File: src/vertex_pkg.sv
// Widths, sizes and types shared by the vertex job front end.
// Modules refer to every item here by scoped name.

package vertex_pkg;

	//////////////////////////////////////////////////
	// Sizes
	//////////////////////////////////////////////////

	localparam int VERTEX_BITS    = 32;
	localparam int LINE_VERTICES  = 4;
	localparam int LINE_BITS      = VERTEX_BITS * LINE_VERTICES;
	localparam int LINE_BYTES     = LINE_BITS / 8;
	localparam int ADDR_BITS      = 32;
	localparam int JOB_DEPTH      = 8;
	localparam int JOB_PTR_BITS   = $clog2(JOB_DEPTH);
	localparam int JOB_COUNT_BITS = $clog2(JOB_DEPTH + 1);

	//////////////////////////////////////////////////
	// Vectors
	//////////////////////////////////////////////////

	typedef logic [VERTEX_BITS-1:0] vertex_word_t;
	// Also used as vertex count and filtered count
	typedef logic [VERTEX_BITS-1:0] vertex_id_t;
	typedef logic [ADDR_BITS-1:0] addr_t;
	typedef logic [LINE_BITS-1:0] line_t;
	// Valid vertices in a line, 1 to 4
	typedef logic [$clog2(LINE_VERTICES+1)-1:0] line_count_t;
	typedef logic [$clog2(LINE_VERTICES)-1:0] word_idx_t;
	typedef logic [JOB_PTR_BITS-1:0] job_ptr_t;
	typedef logic [JOB_COUNT_BITS-1:0] job_count_t;

	//////////////////////////////////////////////////
	// Enums
	//////////////////////////////////////////////////

	typedef enum logic [1:0] {
		IN_DEGREE  = 2'd0,
		OUT_DEGREE = 2'd1,
		EDGES_IDX  = 2'd2
	} vertex_array_e;

	typedef enum logic [2:0] {
		FETCH_IDLE,
		FETCH_SIZE,
		FETCH_IN,
		FETCH_OUT,
		FETCH_EDGES,
		FETCH_WAIT
	} fetch_state_e;

	typedef enum logic {
		ASM_COLLECT,
		ASM_EMIT
	} assemble_state_e;

endpackage

File: src/vertex_stream_if.sv
// Vertex record stream from the line assembler to the job queue.
// A record moves on a clock edge with valid and ready both high.

`timescale 1ns/1ps

interface vertex_stream_if;

	logic                     valid;
	logic                     ready;
	vertex_pkg::vertex_id_t   id;
	vertex_pkg::vertex_word_t in_degree;
	vertex_pkg::vertex_word_t out_degree;
	vertex_pkg::vertex_word_t edges_idx;

	// Assembler side
	modport producer (
		output valid, id, in_degree, out_degree, edges_idx,
		input  ready
	);

	// Queue side
	modport consumer (
		input  valid, id, in_degree, out_degree, edges_idx,
		output ready
	);

endinterface

File: src/vertex_fetch_ctrl.sv
// Job start and read command generation for the vertex front end.
// Walks the three arrays one line at a time and waits for each
// line to be consumed before sizing the next one.

`timescale 1ns/1ps

module vertex_fetch_ctrl (
	input  logic                      clock,
	input  logic                      rstn,
	input  logic                      start,
	input  vertex_pkg::vertex_id_t    num_vertices,
	input  vertex_pkg::addr_t         in_degree_base,
	input  vertex_pkg::addr_t         out_degree_base,
	input  vertex_pkg::addr_t         edges_idx_base,
	input  logic                      cmd_ready,
	input  logic                      line_done,
	output logic                      busy,
	output logic                      cmd_valid,
	output vertex_pkg::addr_t         cmd_addr,
	output vertex_pkg::vertex_array_e cmd_array,
	output vertex_pkg::line_count_t   cmd_count,
	output logic                      line_start,
	output vertex_pkg::line_count_t   line_count
);

	vertex_pkg::fetch_state_e state;
	vertex_pkg::addr_t        in_base;
	vertex_pkg::addr_t        out_base;
	vertex_pkg::addr_t        edges_base;
	vertex_pkg::addr_t        line_offset;
	vertex_pkg::vertex_id_t   remaining;
	vertex_pkg::line_count_t  line_size;

	assign busy       = (state != vertex_pkg::FETCH_IDLE);
	assign cmd_count  = line_size;
	assign line_count = line_size;

	//////////////////////////////////////////////////
	// Command mux
	//////////////////////////////////////////////////

	always_comb begin
		cmd_valid = 1'b0;
		cmd_array = vertex_pkg::IN_DEGREE;
		cmd_addr  = in_base + line_offset;
		case (state)
			vertex_pkg::FETCH_IN: begin
				cmd_valid = 1'b1;
			end
			vertex_pkg::FETCH_OUT: begin
				cmd_valid = 1'b1;
				cmd_array = vertex_pkg::OUT_DEGREE;
				cmd_addr  = out_base + line_offset;
			end
			vertex_pkg::FETCH_EDGES: begin
				cmd_valid = 1'b1;
				cmd_array = vertex_pkg::EDGES_IDX;
				cmd_addr  = edges_base + line_offset;
			end
			default: begin
			end
		endcase
	end

	//////////////////////////////////////////////////
	// Fetch FSM
	//////////////////////////////////////////////////

	always_ff @(posedge clock or negedge rstn) begin
		if (!rstn) begin
			state       <= vertex_pkg::FETCH_IDLE;
			remaining   <= '0;
			line_offset <= '0;
			line_size   <= '0;
			line_start  <= 1'b0;
		end else begin
			line_start <= 1'b0;
			case (state)
				vertex_pkg::FETCH_IDLE: begin
					if (start) begin
						remaining   <= num_vertices;
						line_offset <= '0;
						state       <= vertex_pkg::FETCH_SIZE;
					end
				end
				vertex_pkg::FETCH_SIZE: begin
					if (remaining == '0) begin
						// Empty job ends here
						state <= vertex_pkg::FETCH_IDLE;
					end else if (remaining >= vertex_pkg::LINE_VERTICES) begin
						line_size <= vertex_pkg::line_count_t'(vertex_pkg::LINE_VERTICES);
						remaining <= remaining - vertex_pkg::vertex_id_t'(vertex_pkg::LINE_VERTICES);
						state     <= vertex_pkg::FETCH_IN;
					end else begin
						// Short last line
						line_size <= vertex_pkg::line_count_t'(remaining);
						remaining <= '0;
						state     <= vertex_pkg::FETCH_IN;
					end
				end
				vertex_pkg::FETCH_IN: begin
					if (cmd_ready) begin
						state <= vertex_pkg::FETCH_OUT;
					end
				end
				vertex_pkg::FETCH_OUT: begin
					if (cmd_ready) begin
						state <= vertex_pkg::FETCH_EDGES;
					end
				end
				vertex_pkg::FETCH_EDGES: begin
					if (cmd_ready) begin
						line_offset <= line_offset + vertex_pkg::addr_t'(vertex_pkg::LINE_BYTES);
						line_start  <= 1'b1;
						state       <= vertex_pkg::FETCH_WAIT;
					end
				end
				vertex_pkg::FETCH_WAIT: begin
					if (line_done) begin
						if (remaining == '0) begin
							state <= vertex_pkg::FETCH_IDLE;
						end else begin
							state <= vertex_pkg::FETCH_SIZE;
						end
					end
				end
				default: begin
					state <= vertex_pkg::FETCH_IDLE;
				end
			endcase
		end
	end

	// Array bases sampled with the accepted start
	always_ff @(posedge clock) begin
		if (state == vertex_pkg::FETCH_IDLE && start) begin
			in_base    <= in_degree_base;
			out_base   <= out_degree_base;
			edges_base <= edges_idx_base;
		end
	end

endmodule

File: src/vertex_line_assembler.sv
// Collects the three response lines of one cache line and turns them
// into vertex records, one vertex per cycle. Vertices with a zero
// out-degree are dropped and counted; the rest go to the stream.

`timescale 1ns/1ps

module vertex_line_assembler (
	input  logic                      clock,
	input  logic                      rstn,
	input  logic                      start,
	input  logic                      line_start,
	input  vertex_pkg::line_count_t   line_count,
	input  logic                      rsp_valid,
	input  vertex_pkg::vertex_array_e rsp_array,
	input  vertex_pkg::line_t         rsp_data,
	output logic                      line_done,
	output vertex_pkg::vertex_id_t    filtered_count,
	vertex_stream_if.producer         out_stream
);

	vertex_pkg::assemble_state_e state;
	vertex_pkg::line_t           line_buf [0:2];
	logic [2:0]                  line_have;
	logic                        count_have;
	vertex_pkg::line_count_t     line_len;
	vertex_pkg::word_idx_t       word_idx;
	vertex_pkg::vertex_id_t      next_id;
	vertex_pkg::vertex_word_t    in_word;
	vertex_pkg::vertex_word_t    out_word;
	vertex_pkg::vertex_word_t    edge_word;
	logic                        line_ready;
	logic                        filter_now;
	logic                        push_now;
	logic                        advance;
	logic                        last_word;

	//////////////////////////////////////////////////
	// Word select with word 0 in the low bits
	//////////////////////////////////////////////////

	assign in_word   = line_buf[vertex_pkg::IN_DEGREE][word_idx*vertex_pkg::VERTEX_BITS +:
		vertex_pkg::VERTEX_BITS];
	assign out_word  = line_buf[vertex_pkg::OUT_DEGREE][word_idx*vertex_pkg::VERTEX_BITS +:
		vertex_pkg::VERTEX_BITS];
	assign edge_word = line_buf[vertex_pkg::EDGES_IDX][word_idx*vertex_pkg::VERTEX_BITS +:
		vertex_pkg::VERTEX_BITS];

	assign line_ready = (&line_have) && count_have;
	assign filter_now = (state == vertex_pkg::ASM_EMIT) && (out_word == '0);
	assign push_now   = out_stream.valid && out_stream.ready;
	assign advance    = filter_now || push_now;
	assign last_word  = (vertex_pkg::line_count_t'(word_idx) + 3'd1) == line_len;

	// Record held steady until the queue takes it
	assign out_stream.valid      = (state == vertex_pkg::ASM_EMIT) && (out_word != '0);
	assign out_stream.id         = next_id;
	assign out_stream.in_degree  = in_word;
	assign out_stream.out_degree = out_word;
	assign out_stream.edges_idx  = edge_word;

	//////////////////////////////////////////////////
	// Line capture
	//////////////////////////////////////////////////

	always_ff @(posedge clock) begin
		if (rsp_valid) begin
			line_buf[rsp_array] <= rsp_data;
		end
	end

	always_ff @(posedge clock or negedge rstn) begin
		if (!rstn) begin
			state          <= vertex_pkg::ASM_COLLECT;
			line_have      <= '0;
			count_have     <= 1'b0;
			line_len       <= '0;
			word_idx       <= '0;
			line_done      <= 1'b0;
			next_id        <= '0;
			filtered_count <= '0;
		end else begin
			line_done <= 1'b0;
			case (state)
				vertex_pkg::ASM_COLLECT: begin
					if (line_ready) begin
						state <= vertex_pkg::ASM_EMIT;
					end
				end
				vertex_pkg::ASM_EMIT: begin
					if (advance) begin
						next_id <= next_id + vertex_pkg::vertex_id_t'(1);
						if (last_word) begin
							// Line consumed and released to fetch
							state      <= vertex_pkg::ASM_COLLECT;
							word_idx   <= '0;
							line_have  <= '0;
							count_have <= 1'b0;
							line_done  <= 1'b1;
						end else begin
							word_idx <= word_idx + 1'b1;
						end
					end
				end
				default: begin
					state <= vertex_pkg::ASM_COLLECT;
				end
			endcase
			if (filter_now) begin
				filtered_count <= filtered_count + vertex_pkg::vertex_id_t'(1);
			end
			if (rsp_valid) begin
				line_have[rsp_array] <= 1'b1;
			end
			if (line_start) begin
				count_have <= 1'b1;
				line_len   <= line_count;
			end
			// New job restarts ids and the filter count
			if (start) begin
				next_id        <= '0;
				filtered_count <= '0;
			end
		end
	end

endmodule

File: src/vertex_job_queue.sv
// Circular buffer of vertex jobs between the assembler and the consumer.
// Accepts records while not full and presents the oldest one.

`timescale 1ns/1ps

module vertex_job_queue (
	input  logic                     clock,
	input  logic                     rstn,
	input  logic                     job_ready,
	vertex_stream_if.consumer        in_stream,
	output logic                     job_valid,
	output vertex_pkg::vertex_id_t   job_id,
	output vertex_pkg::vertex_word_t job_in_degree,
	output vertex_pkg::vertex_word_t job_out_degree,
	output vertex_pkg::vertex_word_t job_edges_idx
);

	vertex_pkg::vertex_id_t   id_mem   [vertex_pkg::JOB_DEPTH];
	vertex_pkg::vertex_word_t in_mem   [vertex_pkg::JOB_DEPTH];
	vertex_pkg::vertex_word_t out_mem  [vertex_pkg::JOB_DEPTH];
	vertex_pkg::vertex_word_t edge_mem [vertex_pkg::JOB_DEPTH];
	vertex_pkg::job_ptr_t     wr_ptr;
	vertex_pkg::job_ptr_t     rd_ptr;
	vertex_pkg::job_count_t   count;
	logic                     push;
	logic                     pop;

	assign in_stream.ready = (count != vertex_pkg::job_count_t'(vertex_pkg::JOB_DEPTH));
	assign push            = in_stream.valid && in_stream.ready;
	assign job_valid       = (count != '0);
	assign pop             = job_valid && job_ready;

	// Oldest entry
	assign job_id         = id_mem[rd_ptr];
	assign job_in_degree  = in_mem[rd_ptr];
	assign job_out_degree = out_mem[rd_ptr];
	assign job_edges_idx  = edge_mem[rd_ptr];

	always_ff @(posedge clock) begin
		if (push) begin
			id_mem[wr_ptr]   <= in_stream.id;
			in_mem[wr_ptr]   <= in_stream.in_degree;
			out_mem[wr_ptr]  <= in_stream.out_degree;
			edge_mem[wr_ptr] <= in_stream.edges_idx;
		end
	end

	//////////////////////////////////////////////////
	// Pointers and occupancy
	//////////////////////////////////////////////////

	always_ff @(posedge clock or negedge rstn) begin
		if (!rstn) begin
			wr_ptr <= '0;
			rd_ptr <= '0;
			count  <= '0;
		end else begin
			if (push) begin
				wr_ptr <= wr_ptr + 1'b1;
			end
			if (pop) begin
				rd_ptr <= rd_ptr + 1'b1;
			end
			if (push && !pop) begin
				count <= count + 1'b1;
			end else if (pop && !push) begin
				count <= count - 1'b1;
			end
		end
	end

endmodule

File: src/vertex_job_control.sv
// Top of the vertex job front end. Fetch control issues the read
// commands, the line assembler builds records from the responses,
// and the job queue hands them to the consumer.

`timescale 1ns/1ps

module vertex_job_control (
	input  logic                      clock,
	input  logic                      rstn,
	// Start side
	input  logic                      start,
	input  vertex_pkg::vertex_id_t    num_vertices,
	input  vertex_pkg::addr_t         in_degree_base,
	input  vertex_pkg::addr_t         out_degree_base,
	input  vertex_pkg::addr_t         edges_idx_base,
	output logic                      busy,
	// Read commands
	output logic                      cmd_valid,
	input  logic                      cmd_ready,
	output vertex_pkg::addr_t         cmd_addr,
	output vertex_pkg::vertex_array_e cmd_array,
	output vertex_pkg::line_count_t   cmd_count,
	// Read responses
	input  logic                      rsp_valid,
	input  vertex_pkg::vertex_array_e rsp_array,
	input  vertex_pkg::line_t         rsp_data,
	// Jobs
	output logic                      job_valid,
	input  logic                      job_ready,
	output vertex_pkg::vertex_id_t    job_id,
	output vertex_pkg::vertex_word_t  job_in_degree,
	output vertex_pkg::vertex_word_t  job_out_degree,
	output vertex_pkg::vertex_word_t  job_edges_idx,
	output vertex_pkg::vertex_id_t    filtered_count
);

	logic                    line_start;
	logic                    line_done;
	vertex_pkg::line_count_t line_count;

	vertex_stream_if stream0 ();

	vertex_fetch_ctrl fetch0 (
		.clock           (clock),
		.rstn            (rstn),
		.start           (start),
		.num_vertices    (num_vertices),
		.in_degree_base  (in_degree_base),
		.out_degree_base (out_degree_base),
		.edges_idx_base  (edges_idx_base),
		.cmd_ready       (cmd_ready),
		.line_done       (line_done),
		.busy            (busy),
		.cmd_valid       (cmd_valid),
		.cmd_addr        (cmd_addr),
		.cmd_array       (cmd_array),
		.cmd_count       (cmd_count),
		.line_start      (line_start),
		.line_count      (line_count)
	);

	vertex_line_assembler asm0 (
		.clock          (clock),
		.rstn           (rstn),
		.start          (start),
		.line_start     (line_start),
		.line_count     (line_count),
		.rsp_valid      (rsp_valid),
		.rsp_array      (rsp_array),
		.rsp_data       (rsp_data),
		.line_done      (line_done),
		.filtered_count (filtered_count),
		.out_stream     (stream0.producer)
	);

	vertex_job_queue queue0 (
		.clock          (clock),
		.rstn           (rstn),
		.job_ready      (job_ready),
		.in_stream      (stream0.consumer),
		.job_valid      (job_valid),
		.job_id         (job_id),
		.job_in_degree  (job_in_degree),
		.job_out_degree (job_out_degree),
		.job_edges_idx  (job_edges_idx)
	);

endmodule

File: config.mk
export PLATFORM = sky130hd
export DESIGN_NAME = vertex_job_control
export DESIGN_NICKNAME = d
export VERILOG_FILES = /design/src/vertex_pkg.sv /design/src/vertex_stream_if.sv /design/src/vertex_fetch_ctrl.sv /design/src/vertex_line_assembler.sv /design/src/vertex_job_queue.sv /design/src/vertex_job_control.sv
export SDC_FILE = /design/constraint.sdc
export NUM_CORES = 2
export LEC_CHECK = 0
export BUFFER_PORTS_ARGS = -buffer_cell sky130_fd_sc_hd__buf_2
export CAP_MARGIN = 0
export CORE_UTILIZATION = 40
export CTS_CLUSTER_SIZE = 25
export DETAILED_ROUTE_END_ITERATION = 16
export GPL_ROUTABILITY_DRIVEN = 1
export SYNTH_ARGS = -nofsm -noshare
export SYNTH_HDL_FRONTEND = slang
export SYNTH_SLANG_ARGS = --single-unit
File: constraint.sdc
create_clock -name clock -period 33.2 [get_ports clock]
set_input_delay 6.64 -clock clock [delete_from_list [all_inputs] [get_ports clock]]
set_output_delay 6.64 -clock clock [all_outputs]
set_load 0.02 [all_outputs]
Yosys cells after proc, flatten, opt, wreduce, memory -nomap -nowiden
Memory sizes are Yosys's and may differ from the RTL's.
Cells that the tools add are included.

word-level totals
  memories kept = 5
  bits in registers = 252
  output and inout bits = 200
  RAM bits = 1,408
  bits of input ports = 264
  logic and storage cells = 145

memory list
  memory           depth  bits a word  rd ports  clocked after Yosys merged registers in  write ports  RTL line                     RTL
  asm0.line_buf    3      128          3         0                                        1            vertex_line_assembler.sv:22  vertex_pkg::line_t line_buf [0:2];
  queue0.edge_mem  8      32           1         0                                        1            vertex_job_queue.sv:21       vertex_pkg::vertex_word_t edge_mem [vertex_pkg::JOB_DEPTH];
  queue0.id_mem    8      32           1         0                                        1            vertex_job_queue.sv:18       vertex_pkg::vertex_id_t id_mem [vertex_pkg::JOB_DEPTH];
  queue0.in_mem    8      32           1         0                                        1            vertex_job_queue.sv:19       vertex_pkg::vertex_word_t in_mem [vertex_pkg::JOB_DEPTH];
  queue0.out_mem   8      32           1         0                                        1            vertex_job_queue.sv:20       vertex_pkg::vertex_word_t out_mem [vertex_pkg::JOB_DEPTH];

operators by class
  $lt $le $gt $ge = 3
  eq/ne operators = 13
  $add $sub $neg = 13
  shifts and indexed selects = 3
  muxes and demuxes = 50
  reduce and logical (&&, ||, !) cells = 36
  bitwise gates (word level) = 3

operators with widths
  kind                                                                number
  variable part select 128 x 8 -> 32 bit                              3
  two-way mux 32 bit                                                  10
  case mux 32 bit (2 select lines)                                    3
  adder 32 bit                                                        3
  adder 32 x 1 -> 32 bit, second input constant                       2
  zero test 32 bit                                                    2
  adder 32 x 5 -> 32 bit, second input constant                       1
  greater-or-equal comparator 32 x 3 -> 1 bit, second input constant  1
  nonzero test 32 bit                                                 1
  subtractor 32 x 3 -> 32 bit, second input constant                  1
  two-way mux 3 bit                                                   10
  two-way mux 1 bit                                                   19
  case mux 3 bit (6 select lines)                                     1
  nonzero test 2 bit                                                  9
  AND reduction 3 bit                                                 4
  != test 2 bit, second input constant                                5
  logical AND 1 bit                                                   9
  two-way mux 4 bit                                                   2
  adder 3 x 1 -> 3 bit, second input constant                         2
  equality test 3 x 2 -> 1 bit, second input constant                 2
  equality test 3 bit, second input constant                          2
  AND reduction 2 bit                                                 3
  AND reduction 5 bit                                                 1
  adder 4 x 1 -> 4 bit, second input constant                         1
  21 further kinds                                                    24

Logic depth before layout (Yosys ltp)
An unclocked memory read counts as a cell.

  depth in word-level cells = 10
  depth in mapped cells = 17
  mapped depth without buffers = 14

Hierarchy
Synthesis repeated with hierarchy kept, for this count alone.

unflattened totals
  cell total of the unflattened synthesis = 3,375
  area, all modules = 65,884.4 um2

modules (own cells, without submodules)
  module                 area each (um2)  times used  seq. area each (um2)  cells an instance
  vertex_job_queue       39,057.5         1           30,999.7              1,542
  vertex_line_assembler  17,855.9         1           13,407.9              939
  vertex_fetch_ctrl      8,971.1          1           4,559.4               894

Worst setup path after synthesis
Ideal clock, no wire load.

  path kind = input port to flip-flop
  start point = input port rsp_array[0]
  end point = memory asm0.line_buf[0][0] (netlist name), enable pin
  required time = 32.397 ns
  slack = 16.401 ns
  setup time = 0.803 ns
  stages on the path = 1
  arrival = 15.995 ns
  path buffers = 0
  path through = nor3b_1

RTL lines
  what             RTL line                     RTL
  start, declared  vertex_job_control.sv:25     input vertex_pkg::vertex_array_e rsp_array,
  end, declared    vertex_line_assembler.sv:22

No word-level cell before the write port.

Final worst setup path
  start point = register fetch0.state[2]
  end point = output port cmd_addr[18]

between the ends
  word-level cells in the longest chain between the ends = 2
  elaborated cells on any way between the ends = 3
  classes of those cells = eq/ne: 2; mux: 1

ends and longest elaborated chain
  what                                                                        RTL line                  RTL
  start, declared                                                             vertex_fetch_ctrl.sv:26   vertex_pkg::fetch_state_e state;
  start signal, assigned                                                      vertex_fetch_ctrl.sv:71   state <= vertex_pkg::FETCH_IDLE;
  start signal, assigned                                                      vertex_fetch_ctrl.sv:83   state <= vertex_pkg::FETCH_SIZE;
  start signal, assigned                                                      vertex_fetch_ctrl.sv:89   state <= vertex_pkg::FETCH_IDLE;
  equality test 3 bit / equality test 3 x 2 -> 1 bit (equally long branches)  vertex_fetch_ctrl.sv:46   case (state)
  case mux 32 bit (2 select lines) *                                          vertex_fetch_ctrl.sv:46
  end, declared                                                               vertex_job_control.sv:20  output vertex_pkg::addr_t cmd_addr,

Every way passes the cells marked *; elsewhere a longest branch is shown, timed or not.

==> summary.md <==
| Metric | Value |
|---|---|
| GRT Total Usage | `18.9%` |
| Internal power | `4.81 mW` |
| Share of cells above drive strength 1 | `32.3%` |
| Synth Net Count | `3615` |
| Seq/Total Area, Yosys | `75.1%` |
| Max Slew Vio Count | `0` |
| Slowest-stage cell, CP | `dfrtp_1` |
| Final wirelength | `155000 um` |
| Slew of the pin with the lowest slew margin | `1120 ps` |
| GRT Residual Overflow | `0` |
| Worst setup SP type | `register` |
| Switching power | `2.38 mW` |
| Die Height | `406 um` |
| Top post-synthesis cells by area | `edfxtp_1, mux4_2, dfrtp_1` |
| DR vias/cell | `5.37` |
| Final hold slack | `479 ps` |
| Die area | `165000 um2` |
| Pleak | `26.1 nW` |
| Maximum vdd drop | `0.0582 mV` |
| First-pass GRT wire length | `227000 um` |
| Most common cell after layout, fill and taps aside | `edfxtp_1` |
| Tcrit/Tclk final | `36.9%` |
| Comb pwr share | `31.5%` |
| Arrival @ worst endpoint | `5610 ps` |
| Share of the synthesized area in the top cell type | `69.2%` |
| Via count | `33.3k` |
| Max Cap Viol | `0` |
| Crit path buffers/inverters | `4` |
| Placed inst area | `70200 um2` |
| Reg clk slew, reported paths | `60 ps` |
| CP endpoint kind | `output pin` |
| CTS Root Cell | `clkbuf_16` |
| Final Skew | `64.7 ps` |
| DRT iter0 DRCs | `2303` |
| Sw frac | `33.1%` |
| Clk buf depth | `3` |
| Crit-path leading delay family | `compound AO/OA/AOI/OAI gates` |
| Final Cell Area | `76200 um2` |
| Initial core utilization | `40.4%` |
| Initial antenna violation count | `40` |
| Number of flops mapped to enable cells by yosys | `1504` |
| DRC | `0` |
| Clock share of power | `27.6%` |
| Worst rel slew slack | `25.3%` |
| Syn Inst Count | `3309` |
| Clock latency on the worst-skew pair | `830 ps` |
| Synthesized area | `65200 um2` |
| Number of global-route vias before repair | `34.1k` |
| Total iterations of the first detailed-routing run | `7` |
| Setup bufs post-CTS | `0` |
| CTS Sinks | `1656` |
| Largest net degree at the start of global routing | `99` |
| Post-route ant nets | `0` |
| Commonest non-fill, non-tap cells in the layout | `edfxtp_1, buf_2, mux4_2` |
| Crit path cell chain | `or3b_2 -> inv_1 -> buf_4 -> nor2_2 -> buf_4 -> nand2_1 -> nand2_1 -> ha_1 -> a21oi_1 -> a21oi_1 -> nor3_1 -> o41ai_1 -> a21o_1 -> a2111o_1 -> o311ai_0 -> buf_2` |
| HPWL after DPL | `94100 um` |
| Inserted Clock Buffers | `175` |
| I/O pin cnt | `464` |
| Final core area utilization | `47.2%` |
| Flop-to-flop setup slack | `26610 ps` |
| PortBufs | `463` |
| # H-tree levels | `4` |
| Post-synth top area cell | `edfxtp_1` |
| P&R area growth vs syn | `16.8%` |
| Final Hold Viols | `0` |
| Status | `completed` |
| Nets@finish | `4169` |
| Power density over the cells | `94.4 nW/um2` |
| Core area | `161000 um2` |
| Resized Gates After CTS | `0` |
| Syn Area/Cell | `19.7 um2` |
| Worst Setup Path Type | `register to output pin` |
| # rows | `147` |
| Distinct cell type count after synthesis | `84` |
| GPL Wtd Cong | `0.822` |
| CP max FO | `32` |
| Async SR Flop Fraction | `9.18%` |
| Minimum clock period | `12250 ps` |
| Final TNS setup | `0 ps` |
| Final setup violation count | `0` |
| Reg power frac | `40.9%` |
| Fmax | `0.0816 GHz` |
| Yosys reg bits | `1656` |
| Critical Path RT | `26560 ps` |
| Primary FF master, synth | `edfxtp_1` |
| Hold_buf cts | `0` |
| Unrepaired setup endpoints after global routing | `false` |
| Avg WL per Cell | `25.1 um` |
| Ys Warns | `0` |
| TritonCTS clock tree | `built` |
| Class of the worst hold path | `register to register` |
| Die Wd | `406 um` |
| Crit-path max cell delay | `610 ps` |
==> synthesized netlist by cell type, types with 4 or more instances <==
master	instances
edfxtp_1	1504
mux4_2	345
nand2_1	153
dfrtp_1	152
mux2_2	136
nor2_1	129
clkbuf_1	98
o21ai_0	88
a21oi_1	77
xor2_1	53
ha_1	41
nand3_1	41
a22oi_1	40
buf_1	39
inv_1	36
xnor2_1	34
nand4_1	31
nor3_1	31
or3_1	26
and3_1	25
nor4_1	18
and2_1	16
a21o_1	15
and4_1	11
nor2b_1	10
or4_1	10
a32oi_1	7
mux4_1	7
nand2b_1	7
a22o_1	6
a31oi_1	6
nor3b_1	6
buf_2	5
nor4b_1	5
o211ai_1	5
o21a_1	5
o21bai_1	5
o311ai_0	5
o31ai_1	5
a2111oi_0	4
a211oi_1	4
buf_6	4
or2_2	4
==> cells by family after synthesis <==
kind of cell	synth area share, %
multiplexers	14.6
adder cells (fa/ha/maj)	0.817
AO/OA/AOI/OAI	2.90
AND/OR/NAND/NOR	4.29
buffers and inverters	1.13
XOR/XNOR	1.17
flip-flops	75.1
other	0.00575
==> through the flow <==
step	std cells	setup WS (ps)	power, mW
6_report	6188	20950	7.19
5_1_grt	6177	20420	7.53
4_1_cts	6175	20690	7.30
3_5_place_dp	5846	21580	5.31
3_3_place_gp	5846	21610	5.28
2_1_floorplan	3309	16400	4.54
==> final timing paths <==
kind                                               from                                  end  cells after the start
min in group asynchronous                          rstn  asm0.filtered_count[19]$_DFFE_PN0P_                      1
setup reg to reg           asm0.word_idx[1]$_DFFE_PN0P_       queue0.in_mem[7][13]$_DFFE_PP_                     12
setup / recovery            fetch0.state[2]$_DFFE_PN0P_                         cmd_addr[18]                     16
hold reg to reg             asm0.line_have[2]$_DFF_PN0_          asm0.line_have[2]$_DFF_PN0_                      1
max in group asynchronous                          rstn         asm0.word_idx[0]$_DFFE_PN0P_                      2
hold / removal              asm0.line_have[2]$_DFF_PN0_          asm0.line_have[2]$_DFF_PN0_                      1
==> worst reg2reg max path: stages (launching register included) <==
cell and delay (ps):
dfrtp_4 440, buf_4 650, buf_4 700, mux4_1 660, nor4_2 150, nand4_2 330, nor2_4 150, or2_2 410
inv_1 150, nand2_1 180, nor2_4 770, buf_4 730, buf_4 850
==> routing by layer <==
layer / vias to the layer above / GRT usage [%] / part of all wire (%)
li1: 14700 / - / -
met1: 17500 / 26.8 / 44
met2: 852 / 29.8 / 48
met3: 255 / 3.82 / 5.6
met4: 18 / 4.85 / 2.2
met5: - / 0 / 0.079
==> state kept, by name, summed over array words and instances, names as in the netlist, 256 cells and up <==
| signal | cells |
|---|---|
| queue0.in_mem | 256 |
| asm0.line_buf | 384 |
| queue0.edge_mem | 256 |
| queue0.out_mem | 256 |
| queue0.id_mem | 256 |
==> layout make-up <==
| cell class | instances | area [um2] |
|---|---|---|
| inverters | 36 | 135 |
| diodes | 13 | 32.5 |
| multi-input cells | 1470 | 15600 |
| clock buffers | 218 | 4600 |
| repair buffers | 524 | 2820 |
| well taps | 2160 | 2700 |
| flip-flops and latches | 1656 | 49000 |
| fillers | 13400 | 85100 |
| clock inverters | 111 | 1330 |
==> power by group through the flow <==
stage | Combinational, mW | Sequential [mW] | Clock [mW]
final | 2.27 | 2.94 | 1.98
after detailed placement | 2.32 | 2.99 | 0
after CTS | 2.33 | 2.95 | 2.02
after global placement | 2.31 | 2.98 | 0
after floorplan | 1.55 | 2.99 | 0
after global routing | 2.45 | 2.98 | 2.10
No activity file was read; power rests on OpenSTA's default activity.
